<file path="config.mk">
export PLATFORM = sky130hd
export DESIGN_NAME = traffic_generator
export DESIGN_NICKNAME = d
export VERILOG_FILES = /design/src/source/tg_mcb_pkg.sv /design/src/source/tg_proto_pkg.sv /design/src/source/traffic_generator.sv /design/src/source/tx_feeder.sv /design/src/source/reply_builder.sv /design/src/source/write_drain.sv /design/src/source/cmd_parser.sv /design/src/source/sync_fifo.sv
export VERILOG_INCLUDE_DIRS = /design/src /design/src/source
export SDC_FILE = /design/constraint.sdc
export NUM_CORES = 2
export LEC_CHECK = 0
export BUFFER_PORTS_ARGS = -buffer_cell sky130_fd_sc_hd__buf_2
export CORE_ASPECT_RATIO = 2
export CORE_UTILIZATION = 60
export DETAILED_ROUTE_END_ITERATION = 16
export PLACE_DENSITY = 0.79
export SLEW_MARGIN = 20
export SYNTH_ARGS = -nofsm -noshare
export SYNTH_HDL_FRONTEND = slang
export SYNTH_SLANG_ARGS = --single-unit
</file>
<file path="constraint.sdc">
create_clock -name clk -period 11.7 [get_ports clk]
set_input_delay 2.34 -clock clk [delete_from_list [all_inputs] [get_ports clk]]
set_output_delay 2.34 -clock clk [all_outputs]
set_load 0.02 [all_outputs]
</file>
<file path="src/source/tg_macros.svh">
`ifndef TG_MACROS_SVH
`define TG_MACROS_SVH
`default_nettype none

// uart side
`define TG_BYTE_W 8
`define TG_ADDR_BYTES 4

// memory controller side
`define TG_ADDR_W 30
`define TG_DATA_W 32
`define TG_BL_W 6

// buffer sizes, words
`define TG_IN_DEPTH 64
`define TG_OUT_DEPTH 128

`default_nettype wire
`endif
</file>
<file path="src/source/tg_mcb_pkg.sv">
`include "tg_macros.svh"
`default_nettype none

package tg_mcb_pkg;

	// command codes of the controller user port
	typedef enum logic [2:0] {
		MCB_WRITE = 3'd0,
		MCB_READ = 3'd1,
		MCB_WRITE_AP = 3'd2,
		MCB_READ_AP = 3'd3
	} mcb_instr_t;

	typedef logic [`TG_ADDR_W-1:0] mcb_addr_t;
	typedef logic [`TG_DATA_W-1:0] mcb_word_t;
	typedef logic [`TG_BL_W-1:0] mcb_bl_t;

endpackage

`default_nettype wire

</file>
<file path="src/source/tg_proto_pkg.sv">
`include "tg_macros.svh"
`default_nettype none

package tg_proto_pkg;

	typedef logic [`TG_BYTE_W-1:0] byte_t;

	// frame start bytes from the host
	localparam byte_t WRITE_START = 8'hFF;
	localparam byte_t READ_START = 8'hFE;

	// closes every reply
	localparam byte_t DONE_BYTE = 8'h1E;

	typedef enum logic [2:0] {
		ST_IDLE,
		ST_ADDR,
		ST_LEN,
		ST_WR_DATA,
		ST_WR_CMD,
		ST_RD_CMD,
		ST_RD_WAIT
	} parser_state_t;

endpackage

`default_nettype wire

</file>
<file path="src/source/traffic_generator.sv">
`timescale 1ns/1ps
`default_nettype none

module traffic_generator (
	input logic clk,
	input logic reset,
	// uart
	input logic rx_done_tick,
	input tg_proto_pkg::byte_t rx_data_out,
	output logic tx_start_transmission,
	output tg_proto_pkg::byte_t tx_data_in,
	input logic tx_busy,
	// controller command port
	output logic cmd_en,
	output tg_mcb_pkg::mcb_instr_t cmd_instr,
	output tg_mcb_pkg::mcb_bl_t cmd_bl,
	output tg_mcb_pkg::mcb_addr_t cmd_byte_addr,
	input logic cmd_full,
	// controller write data port
	output logic wr_en,
	output tg_mcb_pkg::mcb_word_t wr_data,
	input logic wr_full,
	// controller read data port
	output logic rd_en,
	input tg_mcb_pkg::mcb_word_t rd_data,
	input logic rd_empty
);

	import tg_proto_pkg::*;
	import tg_mcb_pkg::*;

	logic in_push;
	mcb_word_t in_word;
	logic in_drained;
	logic write_done;
	logic read_start;
	mcb_bl_t read_len;
	logic read_done;
	logic reply_push;
	byte_t reply_byte;

	cmd_parser u_cmd_parser (
		.clk(clk),
		.reset(reset),
		.rx_done_tick(rx_done_tick),
		.rx_data_out(rx_data_out),
		.in_drained(in_drained),
		.cmd_full(cmd_full),
		.read_done(read_done),
		.in_push(in_push),
		.in_word(in_word),
		.cmd_en(cmd_en),
		.cmd_instr(cmd_instr),
		.cmd_bl(cmd_bl),
		.cmd_byte_addr(cmd_byte_addr),
		.write_done(write_done),
		.read_start(read_start),
		.read_len(read_len)
	);

	write_drain u_write_drain (
		.clk(clk),
		.reset(reset),
		.in_push(in_push),
		.in_word(in_word),
		.wr_full(wr_full),
		.wr_en(wr_en),
		.wr_data(wr_data),
		.in_drained(in_drained)
	);

	reply_builder u_reply_builder (
		.clk(clk),
		.reset(reset),
		.write_done(write_done),
		.read_start(read_start),
		.read_len(read_len),
		.rd_data(rd_data),
		.rd_empty(rd_empty),
		.rd_en(rd_en),
		.read_done(read_done),
		.reply_push(reply_push),
		.reply_byte(reply_byte)
	);

	tx_feeder u_tx_feeder (
		.clk(clk),
		.reset(reset),
		.reply_push(reply_push),
		.reply_byte(reply_byte),
		.tx_busy(tx_busy),
		.tx_start_transmission(tx_start_transmission),
		.tx_data_in(tx_data_in)
	);

endmodule

`default_nettype wire

</file>
<file path="src/source/tx_feeder.sv">
`timescale 1ns/1ps
`include "tg_macros.svh"
`default_nettype none

module tx_feeder (
	input logic clk,
	input logic reset,
	input logic reply_push,
	input tg_proto_pkg::byte_t reply_byte,
	input logic tx_busy,
	output logic tx_start_transmission,
	output tg_proto_pkg::byte_t tx_data_in
);

	logic fifo_empty;
	logic fifo_pop;
	logic [`TG_BYTE_W-1:0] head_byte;

	// uart raises tx_busy only a cycle after the start strobe
	assign fifo_pop = !fifo_empty && !tx_busy && !tx_start_transmission;

	// reply buffer
	sync_fifo #(
		.width(`TG_BYTE_W),
		.depth(`TG_OUT_DEPTH)
	) u_reply_fifo (
		.clk(clk),
		.reset(reset),
		.push(reply_push),
		.pop(fifo_pop),
		.push_data(reply_byte),
		.pop_data(head_byte),
		.empty(fifo_empty)
	);

	always_ff @(posedge clk) begin
		if (reset) begin
			tx_start_transmission <= 1'b0;
		end else begin
			tx_start_transmission <= fifo_pop;
		end
	end

	always_ff @(posedge clk) begin
		if (fifo_pop) begin
			tx_data_in <= head_byte;
		end
	end

endmodule

`default_nettype wire

</file>
<file path="src/source/reply_builder.sv">
`timescale 1ns/1ps
`include "tg_macros.svh"
`default_nettype none

module reply_builder (
	input logic clk,
	input logic reset,
	input logic write_done,
	input logic read_start,
	input tg_mcb_pkg::mcb_bl_t read_len,
	input tg_mcb_pkg::mcb_word_t rd_data,
	input logic rd_empty,
	output logic rd_en,
	output logic read_done,
	output logic reply_push,
	output tg_proto_pkg::byte_t reply_byte
);

	import tg_proto_pkg::*;
	import tg_mcb_pkg::*;

	// words still to pop in the current read
	mcb_bl_t remaining;
	logic rd_en_q;
	logic last_q;

	// skip a cycle after each pop, rd_empty lags by one
	assign rd_en = (remaining != '0) && !rd_empty && !rd_en_q;

	always_ff @(posedge clk) begin
		if (reset) begin
			remaining <= '0;
			rd_en_q <= 1'b0;
			last_q <= 1'b0;
			read_done <= 1'b0;
			reply_push <= 1'b0;
		end else begin
			if (read_start) begin
				remaining <= read_len;
			end else if (rd_en) begin
				remaining <= remaining - 1'b1;
			end
			rd_en_q <= rd_en;
			last_q <= rd_en && (remaining == mcb_bl_t'(1));
			// done marker follows the last data byte
			read_done <= last_q;
			reply_push <= rd_en || last_q || write_done;
		end
	end

	always_ff @(posedge clk) begin
		reply_byte <= rd_en ? rd_data[`TG_BYTE_W-1:0] : DONE_BYTE;
	end

endmodule

`default_nettype wire

</file>
<file path="src/source/write_drain.sv">
`timescale 1ns/1ps
`include "tg_macros.svh"
`default_nettype none

module write_drain (
	input logic clk,
	input logic reset,
	input logic in_push,
	input tg_mcb_pkg::mcb_word_t in_word,
	input logic wr_full,
	output logic wr_en,
	output tg_mcb_pkg::mcb_word_t wr_data,
	output logic in_drained
);

	logic fifo_empty;

	// one word per cycle while the controller has room
	assign wr_en = !fifo_empty && !wr_full;
	assign in_drained = fifo_empty;

	// input buffer
	sync_fifo #(
		.width(`TG_DATA_W),
		.depth(`TG_IN_DEPTH)
	) u_in_fifo (
		.clk(clk),
		.reset(reset),
		.push(in_push),
		.pop(wr_en),
		.push_data(in_word),
		.pop_data(wr_data),
		.empty(fifo_empty)
	);

endmodule

`default_nettype wire

</file>
<file path="src/source/cmd_parser.sv">
`timescale 1ns/1ps
`include "tg_macros.svh"
`default_nettype none

module cmd_parser (
	input logic clk,
	input logic reset,
	input logic rx_done_tick,
	input tg_proto_pkg::byte_t rx_data_out,
	input logic in_drained,
	input logic cmd_full,
	input logic read_done,
	output logic in_push,
	output tg_mcb_pkg::mcb_word_t in_word,
	output logic cmd_en,
	output tg_mcb_pkg::mcb_instr_t cmd_instr,
	output tg_mcb_pkg::mcb_bl_t cmd_bl,
	output tg_mcb_pkg::mcb_addr_t cmd_byte_addr,
	output logic write_done,
	output logic read_start,
	output tg_mcb_pkg::mcb_bl_t read_len
);

	import tg_proto_pkg::*;
	import tg_mcb_pkg::*;

	localparam int addr_cnt_w = $clog2(`TG_ADDR_BYTES);

	parser_state_t state;
	logic [addr_cnt_w-1:0] addr_cnt;
	mcb_bl_t data_cnt;
	logic wr_go;
	logic rd_go;

	// write command waits until the last pushed word has left the buffer
	assign wr_go = (state == ST_WR_CMD) && in_drained && !in_push && !cmd_full;
	assign rd_go = (state == ST_RD_CMD) && !cmd_full;

	assign cmd_en = wr_go || rd_go;
	assign write_done = wr_go;
	assign read_start = rd_go;
	assign read_len = cmd_bl;

	always_ff @(posedge clk) begin
		if (reset) begin
			state <= ST_IDLE;
			addr_cnt <= '0;
			data_cnt <= '0;
			in_push <= 1'b0;
		end else begin
			in_push <= 1'b0;
			case (state)
				ST_IDLE: begin
					// anything but a start byte is dropped here
					if (rx_done_tick && (rx_data_out == WRITE_START ||
							rx_data_out == READ_START)) begin
						addr_cnt <= '0;
						state <= ST_ADDR;
					end
				end
				ST_ADDR: begin
					if (rx_done_tick) begin
						addr_cnt <= addr_cnt + 1'b1;
						if (addr_cnt == addr_cnt_w'(`TG_ADDR_BYTES - 1)) begin
							state <= ST_LEN;
						end
					end
				end
				ST_LEN: begin
					if (rx_done_tick) begin
						data_cnt <= '0;
						state <= (cmd_instr == MCB_WRITE_AP) ? ST_WR_DATA : ST_RD_CMD;
					end
				end
				ST_WR_DATA: begin
					if (rx_done_tick) begin
						in_push <= 1'b1;
						data_cnt <= data_cnt + 1'b1;
						if (data_cnt == mcb_bl_t'(cmd_bl - 1'b1)) begin
							state <= ST_WR_CMD;
						end
					end
				end
				ST_WR_CMD: begin
					if (wr_go) begin
						state <= ST_IDLE;
					end
				end
				ST_RD_CMD: begin
					if (rd_go) begin
						state <= ST_RD_WAIT;
					end
				end
				ST_RD_WAIT: begin
					// reply side has queued all read bytes
					if (read_done) begin
						state <= ST_IDLE;
					end
				end
				default: begin
					state <= ST_IDLE;
				end
			endcase
		end
	end

	// command fields and the payload word
	always_ff @(posedge clk) begin
		if (rx_done_tick) begin
			in_word <= {{(`TG_DATA_W - `TG_BYTE_W){1'b0}}, rx_data_out};
			case (state)
				ST_IDLE: begin
					cmd_instr <= (rx_data_out == READ_START) ? MCB_READ_AP : MCB_WRITE_AP;
				end
				ST_ADDR: begin
					// msb first, top two bits fall off
					cmd_byte_addr <= {cmd_byte_addr[`TG_ADDR_W-`TG_BYTE_W-1:0], rx_data_out};
				end
				ST_LEN: begin
					cmd_bl <= rx_data_out[`TG_BL_W-1:0];
				end
				default: begin
				end
			endcase
		end
	end

endmodule

`default_nettype wire

</file>
<file path="src/source/sync_fifo.sv">
`timescale 1ns/1ps
`default_nettype none

module sync_fifo #(
	parameter int width = 8,
	parameter int depth = 16
) (
	input logic clk,
	input logic reset,
	input logic push,
	input logic pop,
	input logic [width-1:0] push_data,
	output logic [width-1:0] pop_data,
	output logic empty
);

	localparam int ptr_w = $clog2(depth);

	logic [width-1:0] mem [depth];
	logic [ptr_w-1:0] wr_ptr;
	logic [ptr_w-1:0] rd_ptr;
	logic [ptr_w:0] count;
	logic do_push;
	logic do_pop;

	// full push and empty pop are dropped
	assign do_push = push && (count != (ptr_w + 1)'(depth));
	assign do_pop = pop && !empty;

	assign empty = (count == '0);
	// show-ahead head word
	assign pop_data = mem[rd_ptr];

	always_ff @(posedge clk) begin
		if (do_push) begin
			mem[wr_ptr] <= push_data;
		end
	end

	always_ff @(posedge clk) begin
		if (reset) begin
			wr_ptr <= '0;
			rd_ptr <= '0;
			count <= '0;
		end else begin
			if (do_push) begin
				wr_ptr <= (wr_ptr == ptr_w'(depth - 1)) ? '0 : wr_ptr + 1'b1;
			end
			if (do_pop) begin
				rd_ptr <= (rd_ptr == ptr_w'(depth - 1)) ? '0 : rd_ptr + 1'b1;
			end
			count <= count + do_push - do_pop;
		end
	end

endmodule

`default_nettype wire

</file>
After elaboration in Yosys (flattened, before gate mapping)
Memory sizes are Yosys's and may differ from the RTL's. A register that Yosys moved wholly into a read port is not among the register bits.
Cells that the tools add are included.
{"block": "totals", "regBits": 119, "ram_bits": 1536, "input_bits": 47, "out_inout_bits": 83, "word_cells": 136, "memories": 2}
{"block": "classes", "addsub": 12, "eq_ne": 27, "mux": 31, "n_bitwise": 1, "reduce_logical": 42}
{"name": "u_tx_feeder.u_reply_fifo.mem", "depth": 128, "word_bits": 8, "read_ports": 1, "rd_clocked_by_memory_dff": 1, "write_ports": 1, "line_no": "sync_fifo.sv:19", "text": "logic [width-1:0] mem [depth];"}
{"name": "u_write_drain.u_in_fifo.mem", "depth": 64, "word_bits": 8, "read_ports": 1, "rd_clocked_by_memory_dff": 1, "write_ports": 1, "line_no": "sync_fifo.sv:19"}
{"op": "6-bit 2-to-1 mux", "n": 8}
{"op": "3-bit 2-to-1 mux", "n": 10}
{"op": "3-bit case mux with 7 select lines", "n": 1}
{"op": "6-bit by 1-bit adder with 6-bit output, second input constant", "n": 3}
{"op": "8-bit equality test, second input constant", "n": 2}
{"op": "1-bit logical AND", "n": 15}
{"op": "7-bit by 1-bit adder with 7-bit output, second input constant", "n": 2}
{"op": "7-bit equality test, second input constant", "n": 2}
{"op": "7-bit 2-to-1 mux", "n": 2}
{"op": "6-bit equality test, second input constant", "n": 2}
{"op": "2-bit by 1-bit != test with 1-bit output, second input constant", "n": 6}
{"op": "6-bit case mux with 2 select lines", "n": 1}
{"op": "6-bit by 1-bit subtractor with 6-bit output, second input constant", "n": 2}
{"op": "3-bit by 2-bit equality test with 1-bit output, second input constant", "n": 3}
{"op": "3-bit equality test, second input constant", "n": 3}
{"op": "1-bit zero test", "n": 9}
{"op": "9-bit AND reduction", "n": 1}
{"op": "8-bit by 1-bit adder with 8-bit output", "n": 1}
{"op": "8-bit zero test", "n": 1}
{"op": "8-bit != test, second input constant", "n": 1}
{"op": "8-bit by 1-bit subtractor with 8-bit output", "n": 1}
{"op": "7-bit by 1-bit adder with 7-bit output", "n": 1}
{"op": "7-bit zero test", "n": 1}
{"op": "7-bit != test, second input constant", "n": 1}
{"op": "other kinds (18)", "n": 34}

Depth between registers and ports, before layout
{"block": "logic_depth", "word_depth": 6, "ltp_mapped": 16, "depth_no_buf": 16}

By module
Synthesis repeated with hierarchy kept, for this count alone.
{"block": "unflattened", "hier_cells": 5754, "hier_area_um2": 123473.4}
{"module": "sync_fifo at u_write_drain.u_in_fifo", "n_inst": 1, "cells_each": 3460, "area_each_um2": 78965.7, "seq_area_each_um2": 61999.5}
{"module": "sync_fifo at u_tx_feeder.u_reply_fifo", "n_inst": 1, "cells_each": 2020, "area_each_um2": 41004.3, "seq_area_each_um2": 31330.0}
{"module": "cmd_parser", "n_inst": 1, "cells_each": 184, "area_each_um2": 2448.6, "seq_area_each_um2": 1591.5}
{"module": "reply_builder", "n_inst": 1, "cells_each": 78, "area_each_um2": 773.2, "seq_area_each_um2": 360.3}
{"module": "tx_feeder", "n_inst": 1, "cells_each": 11, "area_each_um2": 277.8, "seq_area_each_um2": 260.2}
{"module": "write_drain", "n_inst": 1, "cells_each": 1, "area_each_um2": 3.8, "seq_area_each_um2": 0.0}

Least setup slack after synthesis
OpenSTA, ideal clock, no wires.
{"block": "synth_path", "kind": "input to register", "from": "in rx_done_tick", "to": "reg u_cmd_parser.addr_cnt[0]", "setup_ns": 0.128, "arrival_time_ns": 5.989, "required_ns": 11.572, "slack_ns": 5.583, "cell_stages": 4, "path_buffers": 0, "path_cell_list": "nor4bb_1 -> a21oi_1 -> mux2i_1 -> nor2_1"}
{"block": "synth_via", "elab_chain_cells": 3, "elab_cells_between_ends": 4, "cone_classes": "eq/ne: 2; reduce/logical: 2"}
{"item": "start: declaration", "line_no": "traffic_generator.sv:8", "text": "input logic rx_done_tick,"}
{"item": "1-bit logical AND", "line_no": "cmd_parser.sv:55", "text": "if (rx_done_tick && (rx_data_out == WRITE_START ||"}
{"item": "2-bit by 1-bit != test with 1-bit output (no source line)"}
{"item": "3-bit AND reduction (no source line) *"}
{"item": "end signal: assignment", "line_no": "cmd_parser.sv:63", "text": "addr_cnt <= addr_cnt + 1'b1;"}
{"item": "end: declaration", "line_no": "cmd_parser.sv:30", "text": "logic [addr_cnt_w-1:0] addr_cnt;"}
Mark *: on every way between the ends. The rest lies on a longest branch, timed or not.
A chain may end at the register's enable or synchronous reset.

==> results_dict.tcl <==
set metrics [dict create \
    synth_mux_area_share_pct 15.76 \
    setup_violations 0 \
    fin_tns_setup_ps 0 \
    slew_viol_final 0 \
    status "completed" \
    antenna_found_initial 1 \
    rows 170 \
    fillers 6448 \
    grt_first_pass_wirelength_um 220100 \
    core_area_sq_um 107400 \
    cts_tree "yes" \
    wl_um 150000 \
    ioPinCount 130 \
    yosysTopAreaCell "edfxtp_1" \
    dieArea_sq_um 110000 \
    timing.rr.start "u_tx_feeder.u_reply_fifo.rd_ptr[0]" \
    cts_hold_buf 0 \
    synth_ff_type "edfxtp_1" \
    design_area_sq_um 71250 \
    ant_nets 0 \
    worst-path-max-fanout 44 \
    overflow 0 \
    drt-initial-drc-count 3329 \
    power.leakage_nw 21.78 \
    worst_pin_slew_ps 1227 \
    clkLatencyLatePin_ps 780 \
    synthArstFlopShare_pct 0 \
    syn_avg_cell_area_sq_um 20.64 \
    netlist_instances 3158 \
    layout_common_cells "edfxtp_1, mux4_2, nor2_1, clkbuf_16, buf_2" \
    synth_top_family_by_area "multiplexers" \
    htreeDepth 4 \
    clockBufferDepth 3 \
    synth.yosys.seq_area_share_pct 75.61 \
    yosysWarnings 0 \
    holdCritPathClass "reg -> reg" \
    netlist_area_sq_um 65180 \
    numCtsBuffers 137 \
    worst_r2r_endpoint "u_tx_feeder.tx_data_in[4]" \
    synth-edff-count 1589 \
    arrival_ps 4430 \
    holdCritStartpoint "u_cmd_parser.cmd_byte_addr[7]" \
    irDropWorstVdd_mv 0.1897 \
    cts_root_buffer "clkbuf_16" \
    clk_pin_slew_ps 60 \
    power_density_nw_per_um2 195.7 \
    routedWlPerCell_um 31.57 \
    fp.dieW_um 235.1 \
    portBuffers 79 \
    gp_congestion 0.8713 \
    hold_violations 0 \
    postPlaceCellArea_sq_um 66800 \
    routed_via_density 6.659 \
    postCtsSetupBuffers 0 \
    crit_path_end_kind "output port" \
    min_period_over_period_pct 57.85 \
    rr_worst_depth 8 \
    syn2layout_area_growth_pct 9.320 \
    drcViolationCount 0 \
    synth_compound_area_share_pct 1.943 \
    worstPathRequired_ps 9360 \
    reg2reg_slack_ps 7040 \
    synth_cell_types 69 \
    synth_top_area_share_pct 73.21 \
    cap_violations 0 \
    min_path_cells 0 \
    synth.area.top_cells "edfxtp_1, mux4_2, dfxtp_1, nor2_1, mux2i_1" \
    cp-start-kind "register" \
    synthAdderAreaFrac_pct 0.6565 \
    grt_max_degree 110 \
    vias 31640 \
    rsz0062_at_grt "false" \
    max_freq_ghz 0.1477 \
    min_period_ps 6769 \
    ctsResizeCount 0 \
    drive_gt1_share_pct 23.57 \
    synthSimpleGateAreaFrac_pct 3.628 \
    start_util_pct 60.68 \
    grt.total_usage_pct 28.01 \
    layout_commonest_cell "edfxtp_1" \
    hpwl_um 95960 \
    synth_xor_area_share_pct 0.5644 \
    dr.pass1.iters 6 \
    nNetsFinal 3347 \
    skew_ps 36.75 \
    die_y_um 468.1 \
    ys_seq_elements 1667 \
    relSlewSlack_pct 17.89 \
    holdPathEnd "u_cmd_parser.cmd_byte_addr[15]" \
    worstSetupPathType "reg -> out" \
    grt_pass1_vias 33150 \
    cts_sinks 1667 \
]
==> synth_stat cells, types with 16 or more instances <==
library cell / number
edfxtp_1: 1589
xnor2_1: 23
inv_1: 29
nor2b_1: 36
mux4_2: 430
nand3_1: 34
mux2i_1: 43
a22oi_1: 28
nand2_1: 77
a21oi_1: 44
xor2_1: 19
buf_4: 53
dfxtp_1: 78
clkbuf_1: 66
nor2_1: 287
nor3_1: 16
buf_1: 16
ha_1: 31
a211oi_1: 29
buf_2: 34
==> metrics by stage <==
| stage | total power (W) | setup slack [ps] | utilization, % | cells | hold WS [ps] |
|---|---|---|---|---|---|
| detailed placement | 0.009458 | 5628 | 62.19 | 4504 | 430.4 |
| CTS | 0.01399 | 4814 | 66.32 | 4749 | 449.5 |
| finish | 0.01394 | 4931 | 66.33 | 4751 | 446.8 |
| global placement | 0.009356 | 5666 | 62.19 | 4504 | 428.1 |
| floorplan | 0.008816 | 5583 | - | 3182 | 438.8 |
| global route | 0.01434 | 4608 | 66.33 | 4750 | 453.1 |
==> cell families (layout without fill, tap and decap cells) <==
group	after synthesis	in the layout
DFF	1667	1667
and+or+nand+nor	527	527
muxes	487	487
buffers and inverters	216	407
AOI/OAI and AO/OA	184	184
xor gates and xnor gates	42	42
adders and majority gates	33	33
other	2	28
==> routing by layer <==
metal  share of wire [%]  track usage [%]  routed length (um)
met1                  31            29.96               46770
met2                  55            50.72               82330
met3                 6.5            4.648                9692
met4                 7.5            19.04               11200
met5                   0                0                   0
==> state kept, by name, summed over array words and instances (netlist names), 2 cells and up, named ones only <==
register,cells
u_tx_feeder.u_reply_fifo.wr_ptr,7
u_reply_builder.reply_byte,8
u_write_drain.u_in_fifo.wr_ptr,6
u_tx_feeder.tx_data_in,8
u_cmd_parser.addr_cnt,2
u_tx_feeder.u_reply_fifo.rd_ptr,7
u_write_drain.u_in_fifo.rd_ptr,6
u_write_drain.u_in_fifo.count,7
u_cmd_parser.data_cnt,6
u_cmd_parser.cmd_byte_addr,30
u_reply_builder.remaining,6
u_cmd_parser.in_word,8
u_tx_feeder.u_reply_fifo.mem,1024
u_tx_feeder.u_reply_fifo.count,8
u_cmd_parser.state,3
u_write_drain.u_in_fifo.mem,512
u_cmd_parser.cmd_bl,6
==> how the worst max path moves through the flow <==
| stage | cells past startpoint | endpoint | slack (ps) | startpoint |
|---|---|---|---|---|
| global placement | 7 | wr_data[5] | 5670 | register |
| floorplan | 4 | u_cmd_parser.addr_cnt[0] | 5580 | rx_done_tick |
| CTS | 7 | wr_data[3] | 4810 | register |
| finish | 7 | wr_data[3] | 4930 | register |
| detailed placement | 7 | wr_data[3] | 5630 | register |
| global route | 7 | wr_data[5] | 4610 | register |
==> worst max-delay path, stage by stage, from the launching register on <==
cell      delay [ps]
dfxtp_4          880
buf_4            780
mux4_2           660
mux4_2           570
nor2b_1          170
a211oi_1         260
a21oi_1           60
buf_2            190
==> area by class of cell <==
type,instances,area (sq um),area share (%)
multi-input combinational,1299,14830,20.82
clock inverter,73,820.8,1.152
antenna,2,5.005,0.007024
inverter,31,116.4,0.1633
tap,1376,1722,2.416
sequential,1667,49330,69.23
timing repair buffer,131,802.0,1.126
clock buffer,172,3623,5.086
==> power breakdown <==
part           switching [W]  internal [W]  leakage, nW
Sequential          0.000252       0.00693         14.9
Combinational        0.00120      0.000948         4.71
Clock                0.00210       0.00251         2.14
Total                0.00355        0.0104         21.8
Power figures use the tool's default switching activity.
